**config.mk**
```make
export PLATFORM = sky130hd
export DESIGN_NAME = aluExecTop
export DESIGN_NICKNAME = d
export VERILOG_FILES = /design/src/aluPkg.sv /design/src/regAccessIf.sv /design/src/apbIssue.sv /design/src/opFifo.sv /design/src/regFile.sv /design/src/aluCore.sv /design/src/execUnit.sv /design/src/aluExecTop.sv
export SDC_FILE = /design/constraint.sdc
export NUM_CORES = 2
export LEC_CHECK = 0
export BUFFER_PORTS_ARGS = -buffer_cell sky130_fd_sc_hd__buf_4
export CAP_MARGIN = 20
export CORE_UTILIZATION = 55
export CTS_CLUSTER_SIZE = 24
export DETAILED_ROUTE_END_ITERATION = 16
export MAX_ROUTING_LAYER = met4
export PLACE_DENSITY = 0.76
export SLEW_MARGIN = 25
export SYNTH_ARGS = -nofsm -noshare
export SYNTH_HDL_FRONTEND = slang
export SYNTH_SLANG_ARGS = --single-unit
```
**constraint.sdc**
```tcl
create_clock -name clk -period 23.6 [get_ports clk]
set_clock_uncertainty 0.2 [all_clocks]
set_input_delay 1.18 -clock clk [delete_from_list [all_inputs] [get_ports clk]]
set_output_delay 1.18 -clock clk [all_outputs]
set_load 0.02 [all_outputs]
```
**src/aluPkg.sv**
```systemverilog
// aluPkg
// shared types and constants for the ALU execute subsystem
// opcode and condition encodings, flag layout, instruction word, APB map
`default_nettype none

package aluPkg;

    // operation encodings, 1100 to 1111 reserved for memory ops
    typedef enum logic [3:0] {
        ADD  = 4'b0000,
        SUB  = 4'b0001,
        MUL  = 4'b0010,
        OR   = 4'b0011,
        AND  = 4'b0100,
        XOR  = 4'b0101,
        MOVI = 4'b0110,
        MOV  = 4'b0111,
        LSR  = 4'b1000,
        LSL  = 4'b1001,
        ROR  = 4'b1010,
        CMP  = 4'b1011
    } opcodeE;

    // condition field, unlisted values never execute
    typedef enum logic [3:0] {
        AL = 4'b0000,
        EQ = 4'b0001,
        GT = 4'b0010,
        LT = 4'b0011,
        GE = 4'b0100,
        LE = 4'b0101,
        HI = 4'b0110,
        CC = 4'b0111,
        CS = 4'b1000
    } condE;

    // status flags, n in bit 3 down to v in bit 0
    typedef struct packed {
        logic n;
        logic z;
        logic c;
        logic v;
    } flagsT;

    // instruction word as pushed by the host
    // MOVI takes its immediate from bits 15..0, over rm and setFlags
    typedef struct packed {
        condE       cond;
        opcodeE     opcode;
        logic [3:0] rd;
        logic [3:0] rn;
        logic [3:0] rm;
        logic       setFlags;
        logic [5:0] spare;
        logic [4:0] shamt;
    } issueOpT;

    // APB byte addresses
    localparam logic [7:0] ADDR_INSTR    = 8'h00;
    localparam logic [7:0] ADDR_STATUS   = 8'h04;
    localparam logic [7:0] ADDR_FLAGS    = 8'h08;
    localparam logic [7:0] ADDR_RETIRED  = 8'h0C;
    // register i lives at base + 4*i
    localparam logic [7:0] ADDR_REG_BASE = 8'h40;

endpackage

`default_nettype wire

```
**src/regAccessIf.sv**
```systemverilog
// regAccessIf
// one register write port plus two read ports into the register file
`default_nettype none

interface regAccessIf;
    // read side
    logic [3:0]  raddrA;
    logic [3:0]  raddrB;
    logic [31:0] rdataA;
    logic [31:0] rdataB;
    // write side
    logic        we;
    logic [3:0]  waddr;
    logic [31:0] wdata;

    // register file side
    modport owner (input raddrA, raddrB, we, waddr, wdata, output rdataA, rdataB);
    // requester side
    modport user (output raddrA, raddrB, we, waddr, wdata, input rdataA, rdataB);
endinterface

`default_nettype wire

```
**src/apbIssue.sv**
```systemverilog
// apbIssue
// APB slave front end of the execute subsystem
// pushes instruction words into the FIFO, applies host register and flag
// writes once the FIFO has drained, and muxes read data
`default_nettype none

module apbIssue #(
    parameter int DEPTH = 4
) (
    input  wire logic                         clk,
    input  wire logic                         rstN,
    input  wire logic                         PSEL,
    input  wire logic                         PENABLE,
    input  wire logic                         PWRITE,
    input  wire logic [7:0]                   PADDR,
    input  wire logic [31:0]                  PWDATA,
    output logic      [31:0]                  PRDATA,
    output logic                              PREADY,
    output logic                              PSLVERR,
    output logic                              pushValid,
    input  wire logic                         pushReady,
    output aluPkg::issueOpT                   pushData,
    input  wire logic [$clog2(DEPTH+1)-1:0]   fifoCount,
    input  wire logic                         fifoEmpty,
    input  aluPkg::flagsT                     flagsIn,
    output logic                              flagsWe,
    output aluPkg::flagsT                     flagsWdata,
    input  wire logic [31:0]                  retired,
    regAccessIf.user                          hostRegs
);

    logic       setupDone;
    logic       access;
    logic       wrAccess;
    logic       isInstr;
    logic       isStatus;
    logic       isFlags;
    logic       isRetired;
    logic       isReg;
    logic [3:0] regIdx;

    // address decode
    assign isInstr   = (PADDR == aluPkg::ADDR_INSTR);
    assign isStatus  = (PADDR == aluPkg::ADDR_STATUS);
    assign isFlags   = (PADDR == aluPkg::ADDR_FLAGS);
    assign isRetired = (PADDR == aluPkg::ADDR_RETIRED);
    // 0x40..0x7C, word aligned
    assign isReg     = (PADDR[7:6] == aluPkg::ADDR_REG_BASE[7:6]) && (PADDR[1:0] == 2'b00);
    assign regIdx    = PADDR[5:2];

    // access phase only counts after a proper setup cycle
    always_ff @(posedge clk)
    begin
        if (!rstN)
            setupDone <= 1'b0;
        else if (PSEL && !PENABLE)
            setupDone <= 1'b1;
        else if (access && PREADY)
            setupDone <= 1'b0;
    end

    assign access   = PSEL && PENABLE && setupDone;
    assign wrAccess = access && PWRITE;

    // wait states: instr waits for space, flag and reg writes wait for drain
    always_comb
    begin
        PREADY = 1'b1;
        if (PSEL && PWRITE)
        begin
            if (isInstr && !pushReady)
                PREADY = 1'b0;
            else if ((isFlags || isReg) && !fifoEmpty)
                PREADY = 1'b0;
        end
    end

    // no error responses
    assign PSLVERR = 1'b0;

    // instruction push, handshake completes together with the APB transfer
    assign pushValid = wrAccess && isInstr;
    assign pushData  = aluPkg::issueOpT'(PWDATA);

    // host flag write
    assign flagsWe    = wrAccess && isFlags && fifoEmpty;
    assign flagsWdata = aluPkg::flagsT'(PWDATA[3:0]);

    // host register port
    assign hostRegs.raddrA = regIdx;
    assign hostRegs.we     = wrAccess && isReg && fifoEmpty;
    assign hostRegs.waddr  = regIdx;
    assign hostRegs.wdata  = PWDATA;

    // read mux, combinational in the access cycle
    always_comb
    begin
        PRDATA = '0;
        if (isStatus)
            PRDATA[7:0] = 8'(fifoCount);
        else if (isFlags)
            PRDATA[3:0] = flagsIn;
        else if (isRetired)
            PRDATA = retired;
        else if (isReg)
            PRDATA = hostRegs.rdataA;
    end

endmodule

`default_nettype wire

```
**src/opFifo.sv**
```systemverilog
// opFifo
// synchronous circular FIFO with a combinational head entry
// push and pop may happen in the same cycle
`default_nettype none

module opFifo #(
    parameter int  DEPTH    = 4,
    parameter type payloadT = logic [31:0]
) (
    input  wire logic                       clk,
    input  wire logic                       rstN,
    input  wire logic                       pushValid,
    output logic                            pushReady,
    input  payloadT                         pushData,
    output logic                            popValid,
    input  wire logic                       popReady,
    output payloadT                         popData,
    output logic [$clog2(DEPTH+1)-1:0]      count,
    output logic                            empty
);

    localparam int PTR_W = (DEPTH > 1) ? $clog2(DEPTH) : 1;

    payloadT          mem [DEPTH];
    logic [PTR_W-1:0] wrPtr;
    logic [PTR_W-1:0] rdPtr;
    logic             doPush;
    logic             doPop;

    assign doPush = pushValid && pushReady;
    assign doPop  = popValid && popReady;

    // entry storage
    always_ff @(posedge clk)
    begin
        if (doPush)
            mem[wrPtr] <= pushData;
    end

    // pointers wrap at DEPTH so any depth works
    always_ff @(posedge clk)
    begin
        if (!rstN)
        begin
            wrPtr <= '0;
            rdPtr <= '0;
            count <= '0;
        end
        else
        begin
            if (doPush)
                wrPtr <= (wrPtr == PTR_W'(DEPTH - 1)) ? '0 : wrPtr + 1'b1;
            if (doPop)
                rdPtr <= (rdPtr == PTR_W'(DEPTH - 1)) ? '0 : rdPtr + 1'b1;
            // simultaneous push and pop leaves count alone
            if (doPush && !doPop)
                count <= count + 1'b1;
            else if (doPop && !doPush)
                count <= count - 1'b1;
        end
    end

    assign empty     = (count == '0);
    assign pushReady = (count != ($clog2(DEPTH+1))'(DEPTH));
    assign popValid  = !empty;
    assign popData   = mem[rdPtr];

endmodule

`default_nettype wire

```
**src/regFile.sv**
```systemverilog
// regFile
// sixteen 32-bit general registers
// exec side has two reads and the priority write, host side one of each
`default_nettype none

module regFile (
    input  wire logic clk,
    input  wire logic rstN,
    regAccessIf.owner execRegs,
    regAccessIf.owner hostRegs
);

    logic [31:0] regs [16];

    // exec write wins, host only writes while the FIFO is empty anyway
    always_ff @(posedge clk)
    begin
        if (!rstN)
        begin
            for (int i = 0; i < 16; i++)
                regs[i] <= '0;
        end
        else if (execRegs.we)
            regs[execRegs.waddr] <= execRegs.wdata;
        else if (hostRegs.we)
            regs[hostRegs.waddr] <= hostRegs.wdata;
    end

    // operand reads for the ALU
    assign execRegs.rdataA = regs[execRegs.raddrA];
    assign execRegs.rdataB = regs[execRegs.raddrB];
    // host readback
    assign hostRegs.rdataA = regs[hostRegs.raddrA];

endmodule

`default_nettype wire

```
**src/aluCore.sv**
```systemverilog
// aluCore
// combinational ALU: result, updated flags and rd write enable per opcode
`default_nettype none

module aluCore (
    input  aluPkg::opcodeE   opcode,
    input  wire logic [31:0] rnVal,
    input  wire logic [31:0] rmVal,
    input  wire logic [15:0] imm16,
    input  wire logic [4:0]  shamt,
    input  aluPkg::flagsT    flagsIn,
    output logic [31:0]      result,
    output aluPkg::flagsT    flagsOut,
    output logic             writesRd
);

    logic [32:0] sum;
    logic [32:0] diff;
    logic        addOvf;
    logic        subOvf;
    logic [32:0] lsrWide;
    logic [32:0] lslWide;
    logic [63:0] rorWide;
    logic        setNz;

    // carry out in bit 32
    assign sum  = {1'b0, rnVal} + {1'b0, rmVal};
    // bit 32 is the borrow
    assign diff = {1'b0, rnVal} - {1'b0, rmVal};

    // same sign in, other sign out
    assign addOvf = (rnVal[31] == rmVal[31]) && (sum[31] != rnVal[31]);
    // signs differ and result flips away from rn
    assign subOvf = (rnVal[31] != rmVal[31]) && (diff[31] != rnVal[31]);

    // extra bit below catches the last bit shifted out right
    assign lsrWide = {rmVal, 1'b0} >> shamt;
    // extra bit above catches the last bit shifted out left
    assign lslWide = {1'b0, rmVal} << shamt;
    assign rorWide = {rmVal, rmVal} >> shamt;

    always_comb
    begin
        result   = '0;
        flagsOut = flagsIn;
        writesRd = 1'b1;
        setNz    = 1'b1;
        case (opcode)
            aluPkg::ADD:
            begin
                result     = sum[31:0];
                flagsOut.c = sum[32];
                flagsOut.v = addOvf;
            end
            aluPkg::SUB, aluPkg::CMP:
            begin
                result     = diff[31:0];
                // no borrow means rn >= rm
                flagsOut.c = !diff[32];
                flagsOut.v = subOvf;
                writesRd   = (opcode != aluPkg::CMP);
            end
            aluPkg::MUL:
                result = rnVal * rmVal;
            aluPkg::OR:
                result = rnVal | rmVal;
            aluPkg::AND:
                result = rnVal & rmVal;
            aluPkg::XOR:
                result = rnVal ^ rmVal;
            aluPkg::MOVI:
            begin
                result = {16'h0000, imm16};
                setNz  = 1'b0;
            end
            aluPkg::MOV:
            begin
                result = rmVal;
                setNz  = 1'b0;
            end
            aluPkg::LSR:
            begin
                result = lsrWide[32:1];
                if (shamt != '0)
                    flagsOut.c = lsrWide[0];
            end
            aluPkg::LSL:
            begin
                result = lslWide[31:0];
                if (shamt != '0)
                    flagsOut.c = lslWide[32];
            end
            aluPkg::ROR:
            begin
                result = rorWide[31:0];
                if (shamt != '0)
                    flagsOut.c = rorWide[31];
            end
            // reserved memory ops, nothing changes
            default:
            begin
                writesRd = 1'b0;
                setNz    = 1'b0;
            end
        endcase
        if (setNz)
        begin
            flagsOut.n = result[31];
            flagsOut.z = (result == '0);
        end
    end

endmodule

`default_nettype wire

```
**src/execUnit.sv**
```systemverilog
// execUnit
// FIFO consumer: condition check, ALU, register writeback, flags register
// and retired instruction count
`default_nettype none

module execUnit (
    input  wire logic             clk,
    input  wire logic             rstN,
    input  wire logic             popValid,
    output logic                  popReady,
    input  aluPkg::issueOpT       popData,
    regAccessIf.user              execRegs,
    input  wire logic             flagsWe,
    input  aluPkg::flagsT         flagsWdata,
    output aluPkg::flagsT         flags,
    output logic [31:0]           retired
);

    logic          condPass;
    logic          reserved;
    logic          fire;
    logic [31:0]   aluResult;
    aluPkg::flagsT aluFlags;
    logic          writesRd;

    // one instruction per cycle, head is always consumed
    assign popReady = popValid;

    // operands straight from the head entry
    assign execRegs.raddrA = popData.rn;
    assign execRegs.raddrB = popData.rm;

    aluCore u_aluCore (
        .opcode   (popData.opcode),
        .rnVal    (execRegs.rdataA),
        .rmVal    (execRegs.rdataB),
        .imm16    (popData[15:0]),
        .shamt    (popData.shamt),
        .flagsIn  (flags),
        .result   (aluResult),
        .flagsOut (aluFlags),
        .writesRd (writesRd)
    );

    // condition against the current flags
    always_comb
    begin
        case (popData.cond)
            aluPkg::AL: condPass = 1'b1;
            aluPkg::EQ: condPass = flags.z;
            aluPkg::GT: condPass = !flags.z && (flags.n == flags.v);
            aluPkg::LT: condPass = (flags.n != flags.v);
            aluPkg::GE: condPass = (flags.n == flags.v);
            aluPkg::LE: condPass = flags.z || (flags.n != flags.v);
            aluPkg::HI: condPass = flags.c && !flags.z;
            aluPkg::CC: condPass = !flags.c;
            aluPkg::CS: condPass = flags.c;
            default:    condPass = 1'b0;
        endcase
    end

    // 11xx opcodes are the memory group
    assign reserved = (popData.opcode[3:2] == 2'b11);
    assign fire     = popValid && condPass;

    // writeback
    assign execRegs.we    = fire && writesRd;
    assign execRegs.waddr = popData.rd;
    assign execRegs.wdata = aluResult;

    always_ff @(posedge clk)
    begin
        if (!rstN)
        begin
            flags   <= '0;
            retired <= '0;
        end
        else
        begin
            // host writes only land with the FIFO empty
            if (flagsWe)
                flags <= flagsWdata;
            // CMP always updates flags
            if (fire && (popData.setFlags || popData.opcode == aluPkg::CMP))
                flags <= aluFlags;
            if (fire && !reserved)
                retired <= retired + 32'd1;
        end
    end

endmodule

`default_nettype wire

```
**src/aluExecTop.sv**
```systemverilog
// aluExecTop
// execute subsystem behind an APB slave port
// APB front end feeds an instruction FIFO drained by the execute stage
`default_nettype none

module aluExecTop #(
    parameter int FIFO_DEPTH = 4
) (
    input  wire logic        clk,
    input  wire logic        rstN,
    input  wire logic        PSEL,
    input  wire logic        PENABLE,
    input  wire logic        PWRITE,
    input  wire logic [7:0]  PADDR,
    input  wire logic [31:0] PWDATA,
    output logic      [31:0] PRDATA,
    output logic             PREADY,
    output logic             PSLVERR
);

    localparam int CNT_W = $clog2(FIFO_DEPTH + 1);

    // producer to FIFO
    logic            pushValid;
    logic            pushReady;
    aluPkg::issueOpT pushData;
    // FIFO to consumer
    logic            popValid;
    logic            popReady;
    aluPkg::issueOpT popData;
    logic [CNT_W-1:0] fifoCount;
    logic            fifoEmpty;
    // flags and counters
    aluPkg::flagsT   flags;
    aluPkg::flagsT   flagsWdata;
    logic            flagsWe;
    logic [31:0]     retired;

    regAccessIf execRegs ();
    regAccessIf hostRegs ();

    apbIssue #(
        .DEPTH (FIFO_DEPTH)
    ) u_apbIssue (
        .clk        (clk),
        .rstN       (rstN),
        .PSEL       (PSEL),
        .PENABLE    (PENABLE),
        .PWRITE     (PWRITE),
        .PADDR      (PADDR),
        .PWDATA     (PWDATA),
        .PRDATA     (PRDATA),
        .PREADY     (PREADY),
        .PSLVERR    (PSLVERR),
        .pushValid  (pushValid),
        .pushReady  (pushReady),
        .pushData   (pushData),
        .fifoCount  (fifoCount),
        .fifoEmpty  (fifoEmpty),
        .flagsIn    (flags),
        .flagsWe    (flagsWe),
        .flagsWdata (flagsWdata),
        .retired    (retired),
        .hostRegs   (hostRegs.user)
    );

    opFifo #(
        .DEPTH    (FIFO_DEPTH),
        .payloadT (aluPkg::issueOpT)
    ) u_opFifo (
        .clk       (clk),
        .rstN      (rstN),
        .pushValid (pushValid),
        .pushReady (pushReady),
        .pushData  (pushData),
        .popValid  (popValid),
        .popReady  (popReady),
        .popData   (popData),
        .count     (fifoCount),
        .empty     (fifoEmpty)
    );

    regFile u_regFile (
        .clk      (clk),
        .rstN     (rstN),
        .execRegs (execRegs.owner),
        .hostRegs (hostRegs.owner)
    );

    execUnit u_execUnit (
        .clk        (clk),
        .rstN       (rstN),
        .popValid   (popValid),
        .popReady   (popReady),
        .popData    (popData),
        .execRegs   (execRegs.user),
        .flagsWe    (flagsWe),
        .flagsWdata (flagsWdata),
        .flags      (flags),
        .retired    (retired)
    );

endmodule

`default_nettype wire

```
## Word-level counts from Yosys, hierarchy flattened

Memory sizes are Yosys's and may differ from the RTL's. A register that Yosys moved wholly into a read port is not among the register bits.
Cells that the tools add are included.

- Add/subtract/negate cells: 7
- $mul: 1
- Equality and inequality tests: 40
- Shift-type cells: 3
- Muxes and demuxes: 45
- Bitwise gates (word level): 3
- Reductions and logical operators: 54

Operators by type and width:

| cell | count |
|---|---|
| 32-bit one-hot mux with 11 select lines | 1 |
| 32-bit two-way mux | 4 |
| 32-bit OR reduction | 2 |
| 64-bit by 5-bit right shift with 32-bit output | 1 |
| 32-bit by 32-bit adder with 33-bit output | 1 |
| 32-bit by 5-bit left shift with 33-bit output | 1 |
| 33-bit by 5-bit right shift with 33-bit output | 1 |
| 32-bit by 32-bit subtractor with 33-bit output | 1 |
| 32-bit by 1-bit adder with 32-bit output, second input constant | 1 |
| 32-bit bitwise AND | 1 |
| 4-bit by 3-bit == test with 1-bit output, second input constant | 8 |
| 32-bit zero test | 1 |
| 32-bit by 32-bit multiplier with 32-bit output | 1 |
| 32-bit bitwise OR | 1 |
| 32-bit XOR | 1 |
| 28-bit two-way mux | 1 |
| 1-bit logical AND | 25 |
| 24-bit two-way mux | 1 |
| 1-bit two-way mux | 21 |
| 4-bit == test, second input constant | 5 |
| 4-bit two-way mux | 5 |
| 10-bit OR reduction | 2 |
| 4-bit by 2-bit == test with 1-bit output, second input constant | 4 |
| 8-bit by 4-bit == test with 1-bit output, second input constant | 2 |
| other kinds (30) | 61 |

- Flip-flop bits (word level): 44
- RAM bits: 640
- Memories kept: 2

Memory list:

| memory | words | width | read ports | clocked after memory_dff | wr ports | RTL line | RTL |
|---|---|---|---|---|---|---|---|
| u_regFile.regs | 16 | 32 | 3 | 0 | 16 | regFile.sv:13 | `logic [31:0] regs [16];` |
| u_opFifo.mem | 4 | 32 | 1 | 1 | 1 | opFifo.sv:24 | `payloadT mem [DEPTH];` |

## Logic depth before layout (Yosys ltp)

- Depth after elaboration: 11
- Depth in mapped cells: 44
- Gate-level depth less buffers: 36

## Hierarchy

Synthesis repeated with hierarchy kept, for this count alone.

- Cell total of the unflattened synthesis: 5909
- Area, all modules: 63958.8 um^2

By module, submodules not included:

| module | times used | cells each | area an instance (um^2) |
|---|---|---|---|
| regFile | 1 | 2065 | 30130.1 |
| aluCore | 1 | 3201 | 25343.1 |
| opFifo | 1 | 219 | 5098.6 |
| execUnit | 1 | 263 | 2172.1 |
| apbIssue | 1 | 161 | 1214.9 |

## Worst setup path before layout

OpenSTA, ideal clock, no wires.

- Path kind: register -> register
- Start point: register with a tool-made name
- End point: memory u_regFile.regs[10][31], data pin
- Library setup time: 0.266 ns
- Arrival: 10.264 ns
- Slack: 12.870 ns
- Stages on the path, launching flop included: 41
- Period minus slack after synthesis: 10.730 ns
- Path through: dfxtp_1 buf_2 mux2i_1 mux2_2 buf_2 buf_4 buf_2 buf_2 buf_2 mux4_2 a22oi_1 nand2_1 clkbuf_1 inv_1 nor2_1 fa_1 inv_1 fa_1 [5 not listed] fa_1 fa_1 fa_1 xnor2_1 xnor2_1 xnor2_1 xnor2_1 xnor2_1 xnor2_1 xnor3_1 xnor3_1 xnor3_1 xnor2_1 o221ai_1 a21oi_1 a21o_1 buf_4 nor2_1

RTL lines:

| item | RTL line |
|---|---|
| end, declared | regFile.sv:13 |

==> impl_metrics.env <==
export IMPL_cts_hold_buffers=0
export IMPL_ctsRootBufferMaster="clkbuf_16"
export IMPL_synth_seq_cells=686
export IMPL_htree_levels=3
export IMPL_rows=124
export IMPL_vias=57261
export IMPL_drive_gt1_share_pct=14.25
export IMPL_slew_headroom_pct=21.31
export IMPL_cp_common_cell="fa_1"
export IMPL_cts_buffer_depth=3
export IMPL_path_clk_slew_ns=0.06
export IMPL_place_congestion=1.118
export IMPL_syn_nets=6828
export IMPL_hold_viol_final=0
export IMPL_seq_area_frac_synth_pct=31.83
export IMPL_cp_max_fo=55
export IMPL_ys_warn_count=0
export IMPL_setup_tns_ns=0
export IMPL_cts_sinks=686
export IMPL_cts_tree="done"
export IMPL_drv_slew=0
export IMPL_synthCells=6147
export IMPL_ys_flop_type="edfxtp_1"
export IMPL_post_cts_setup_buffer_count=0
export IMPL_period_needed_ns=14.07
export IMPL_fp_dieH_um=341.2
export IMPL_post_cts_resized=0
export IMPL_rsz0062_at_grt="false"
export IMPL_worstPathArrival_ns=14.28
export IMPL_dieArea_um2=116400
export IMPL_grt_util_all_layers_pct=53.11
export IMPL_grt_max_degree=122
export IMPL_synthTopCellsByArea="edfxtp_1 30%, fa_1 13%, mux4_2 9.6%"
export IMPL_r2r_cells=37
export IMPL_area_growth_pct=8.335
export IMPL_slowest_delay_ns=0.95
export IMPL_crit_slowest_cell="buf_4"
export IMPL_syn_area_per_cell_um2=10.29
export IMPL_outcome="finished, final reports clean"
export IMPL_start_util_pct=55.41
export IMPL_required_ns=23.80
export IMPL_io_pins=79
export IMPL_crit_path_end_kind="register"
export IMPL_routed_wirelength_um=302900
export IMPL_overflow=0
export IMPL_post_dp_hpwl_um=213500
export IMPL_grt_pass1_vias=55885
export IMPL_setup_viol=0
export IMPL_dr_pass1_iters=12
export IMPL_antenna_found_initial=19
export IMPL_die_w_um=341.2
export IMPL_crit_path_start_kind="register"
export IMPL_timing_fmax_mhz=71.06
export IMPL_viasPerCell=7.464
export IMPL_port_buffers=77
export IMPL_wl_per_cell_um=39.48
export IMPL_whs_path_depth=2
export IMPL_synth_most_common_cell="nor2_1"
export IMPL_synthArstFlopShare_pct=0
export IMPL_ant_nets=0
export IMPL_drtIter0Drc=10382
export IMPL_ys_types=96
export IMPL_tightest_slew_ns=1.171
export IMPL_grt_pass1_wl_um=419600
export IMPL_worstHoldPathType="reg2reg"
export IMPL_core_area_um2=114200
export IMPL_yosysTopAreaCellShare_pct=30.38
export IMPL_critical_path_class="reg2reg"
export IMPL_drc=0
export IMPL_period_share_pct=59.63
export IMPL_synth_edff_count=640
export IMPL_cts_buffers_inserted=77
export IMPL_clock_latency_ns=0.73
export IMPL_maxCapViolations=0
export IMPL_synth_area_um2=63270
export IMPL_fin_nets=6762
export IMPL_synth_largest_area_cell="edfxtp_1"
export IMPL_synth_common_cells="829 x nor2_1, 691 x nand2_1, 640 x edfxtp_1"
-- through the flow --
| step | setup slack, ns | cell area [um^2] | std cells | util (%) | hold slack, ns |
|---|---|---|---|---|---|
| 6_report | 9.528 | 68540 | 7672 | 60.03 | 0.3277 |
| 5_1_grt | 9.238 | 68530 | 7665 | 60.01 | 0.3493 |
| 4_1_cts | 9.890 | 68470 | 7652 | 59.96 | 0.3335 |
| 3_5_place_dp | 10.02 | 65890 | 7514 | 57.70 | 0.3272 |
| 3_3_place_gp | 10.06 | 65860 | 7514 | 57.68 | 0.2898 |
| 2_1_floorplan | 12.87 | 63270 | 6147 | - | 0.2602 |
-- cells by family (layout without fill, tap and decap cells) --
family	after synthesis	in the layout	synth area share, %
compound gates	1054	1054	11.60
xor+xnor	116	116	1.736
fa+ha+maj	636	636	17.44
buf+inv	855	848	5.547
flops	686	686	31.83
mux	830	830	18.58
other cells	1	21	0.005927
simple gates	1969	1969	13.26
-- sequential cells by signal (all words and copies together), names as in the netlist, named ones only --
signal / count
u_apbIssue.setupDone: 1
u_execUnit.flags: 4
u_execUnit.retired: 32
u_opFifo.count: 3
u_opFifo.mem: 128
u_opFifo.rdPtr: 2
u_opFifo.wrPtr: 2
u_regFile.regs: 512
-- final cells by class --
cell class                      instances  area [um^2]
Fill cell                            9382        45650
Multi-Input combinational cell       4606        40020
Sequential cell                       686        20140
Timing Repair Buffer                  310         2351
Clock buffer                           93         2028
Tap cell                             1512         1892
Inverter                              400         1501
Clock inverter                         45        555.5
Antenna cell                           20        50.05
-- metal layers --
metal,track usage [%],share of wire [%],wire (um)
met4,33.70,8.4,25360
met1,65.05,34,103200
met5,-,0,0
met3,22.66,17,52200
met2,71.54,40,122200
-- critical path, delay by kind of cell, from the launching register on --
kind | cells | cell delay, ns
buffers and inverters | 10 | 3.61
AND/OR/NAND/NOR | 7 | 1.01
XOR/XNOR | 1 | 0.20
AO/OA/AOI/OAI | 7 | 2.96
adder cells (fa/ha/maj) | 9 | 4.23
flip-flops | 1 | 0.31
multiplexers | 3 | 1.06
-- layout by cell type (no fill, tap or decap), types with 28 or more instances in the layout --
| master | count |
|---|---|
| a211oi_1 | 35 |
| clkbuf_16 | 78 |
| a31oi_1 | 33 |
| o22ai_1 | 53 |
| a32o_1 | 29 |
| o211ai_1 | 68 |
| ha_1 | 226 |
| a22oi_1 | 139 |
| mux2_2 | 49 |
| nor2b_1 | 84 |
| dfxtp_1 | 44 |
| nor3_1 | 84 |
| nand3_1 | 68 |
| fa_1 | 410 |
| o221ai_1 | 30 |
| clkinv_1 | 29 |
| o21ai_0 | 146 |
| mux2i_1 | 498 |
| a221oi_1 | 38 |
| a21oi_1 | 189 |
| xor2_1 | 28 |
| buf_4 | 307 |
| and2_1 | 45 |
| nand2_1 | 659 |
| inv_1 | 376 |
| xnor2_1 | 82 |
| edfxtp_1 | 640 |
| nand2_2 | 33 |
| mux4_2 | 266 |
| nor2_1 | 817 |
-- path summary, 6_finish.rpt --
path                                     start                             endpoint  slack (ns)
min          u_apbIssue.setupDone$_SDFFE_PN0P_    u_apbIssue.setupDone$_SDFFE_PN0P_        0.33
min reg2reg  u_apbIssue.setupDone$_SDFFE_PN0P_    u_apbIssue.setupDone$_SDFFE_PN0P_        0.33
max                                   register  u_regFile.regs[7][25]$_SDFFCE_PN0P_        9.53
max reg2reg                           register  u_regFile.regs[7][25]$_SDFFCE_PN0P_        9.53
Power is left out: the tool's default activity adds up to more than one toggle a clock period on the data nets, which glitch-free logic cannot reach.
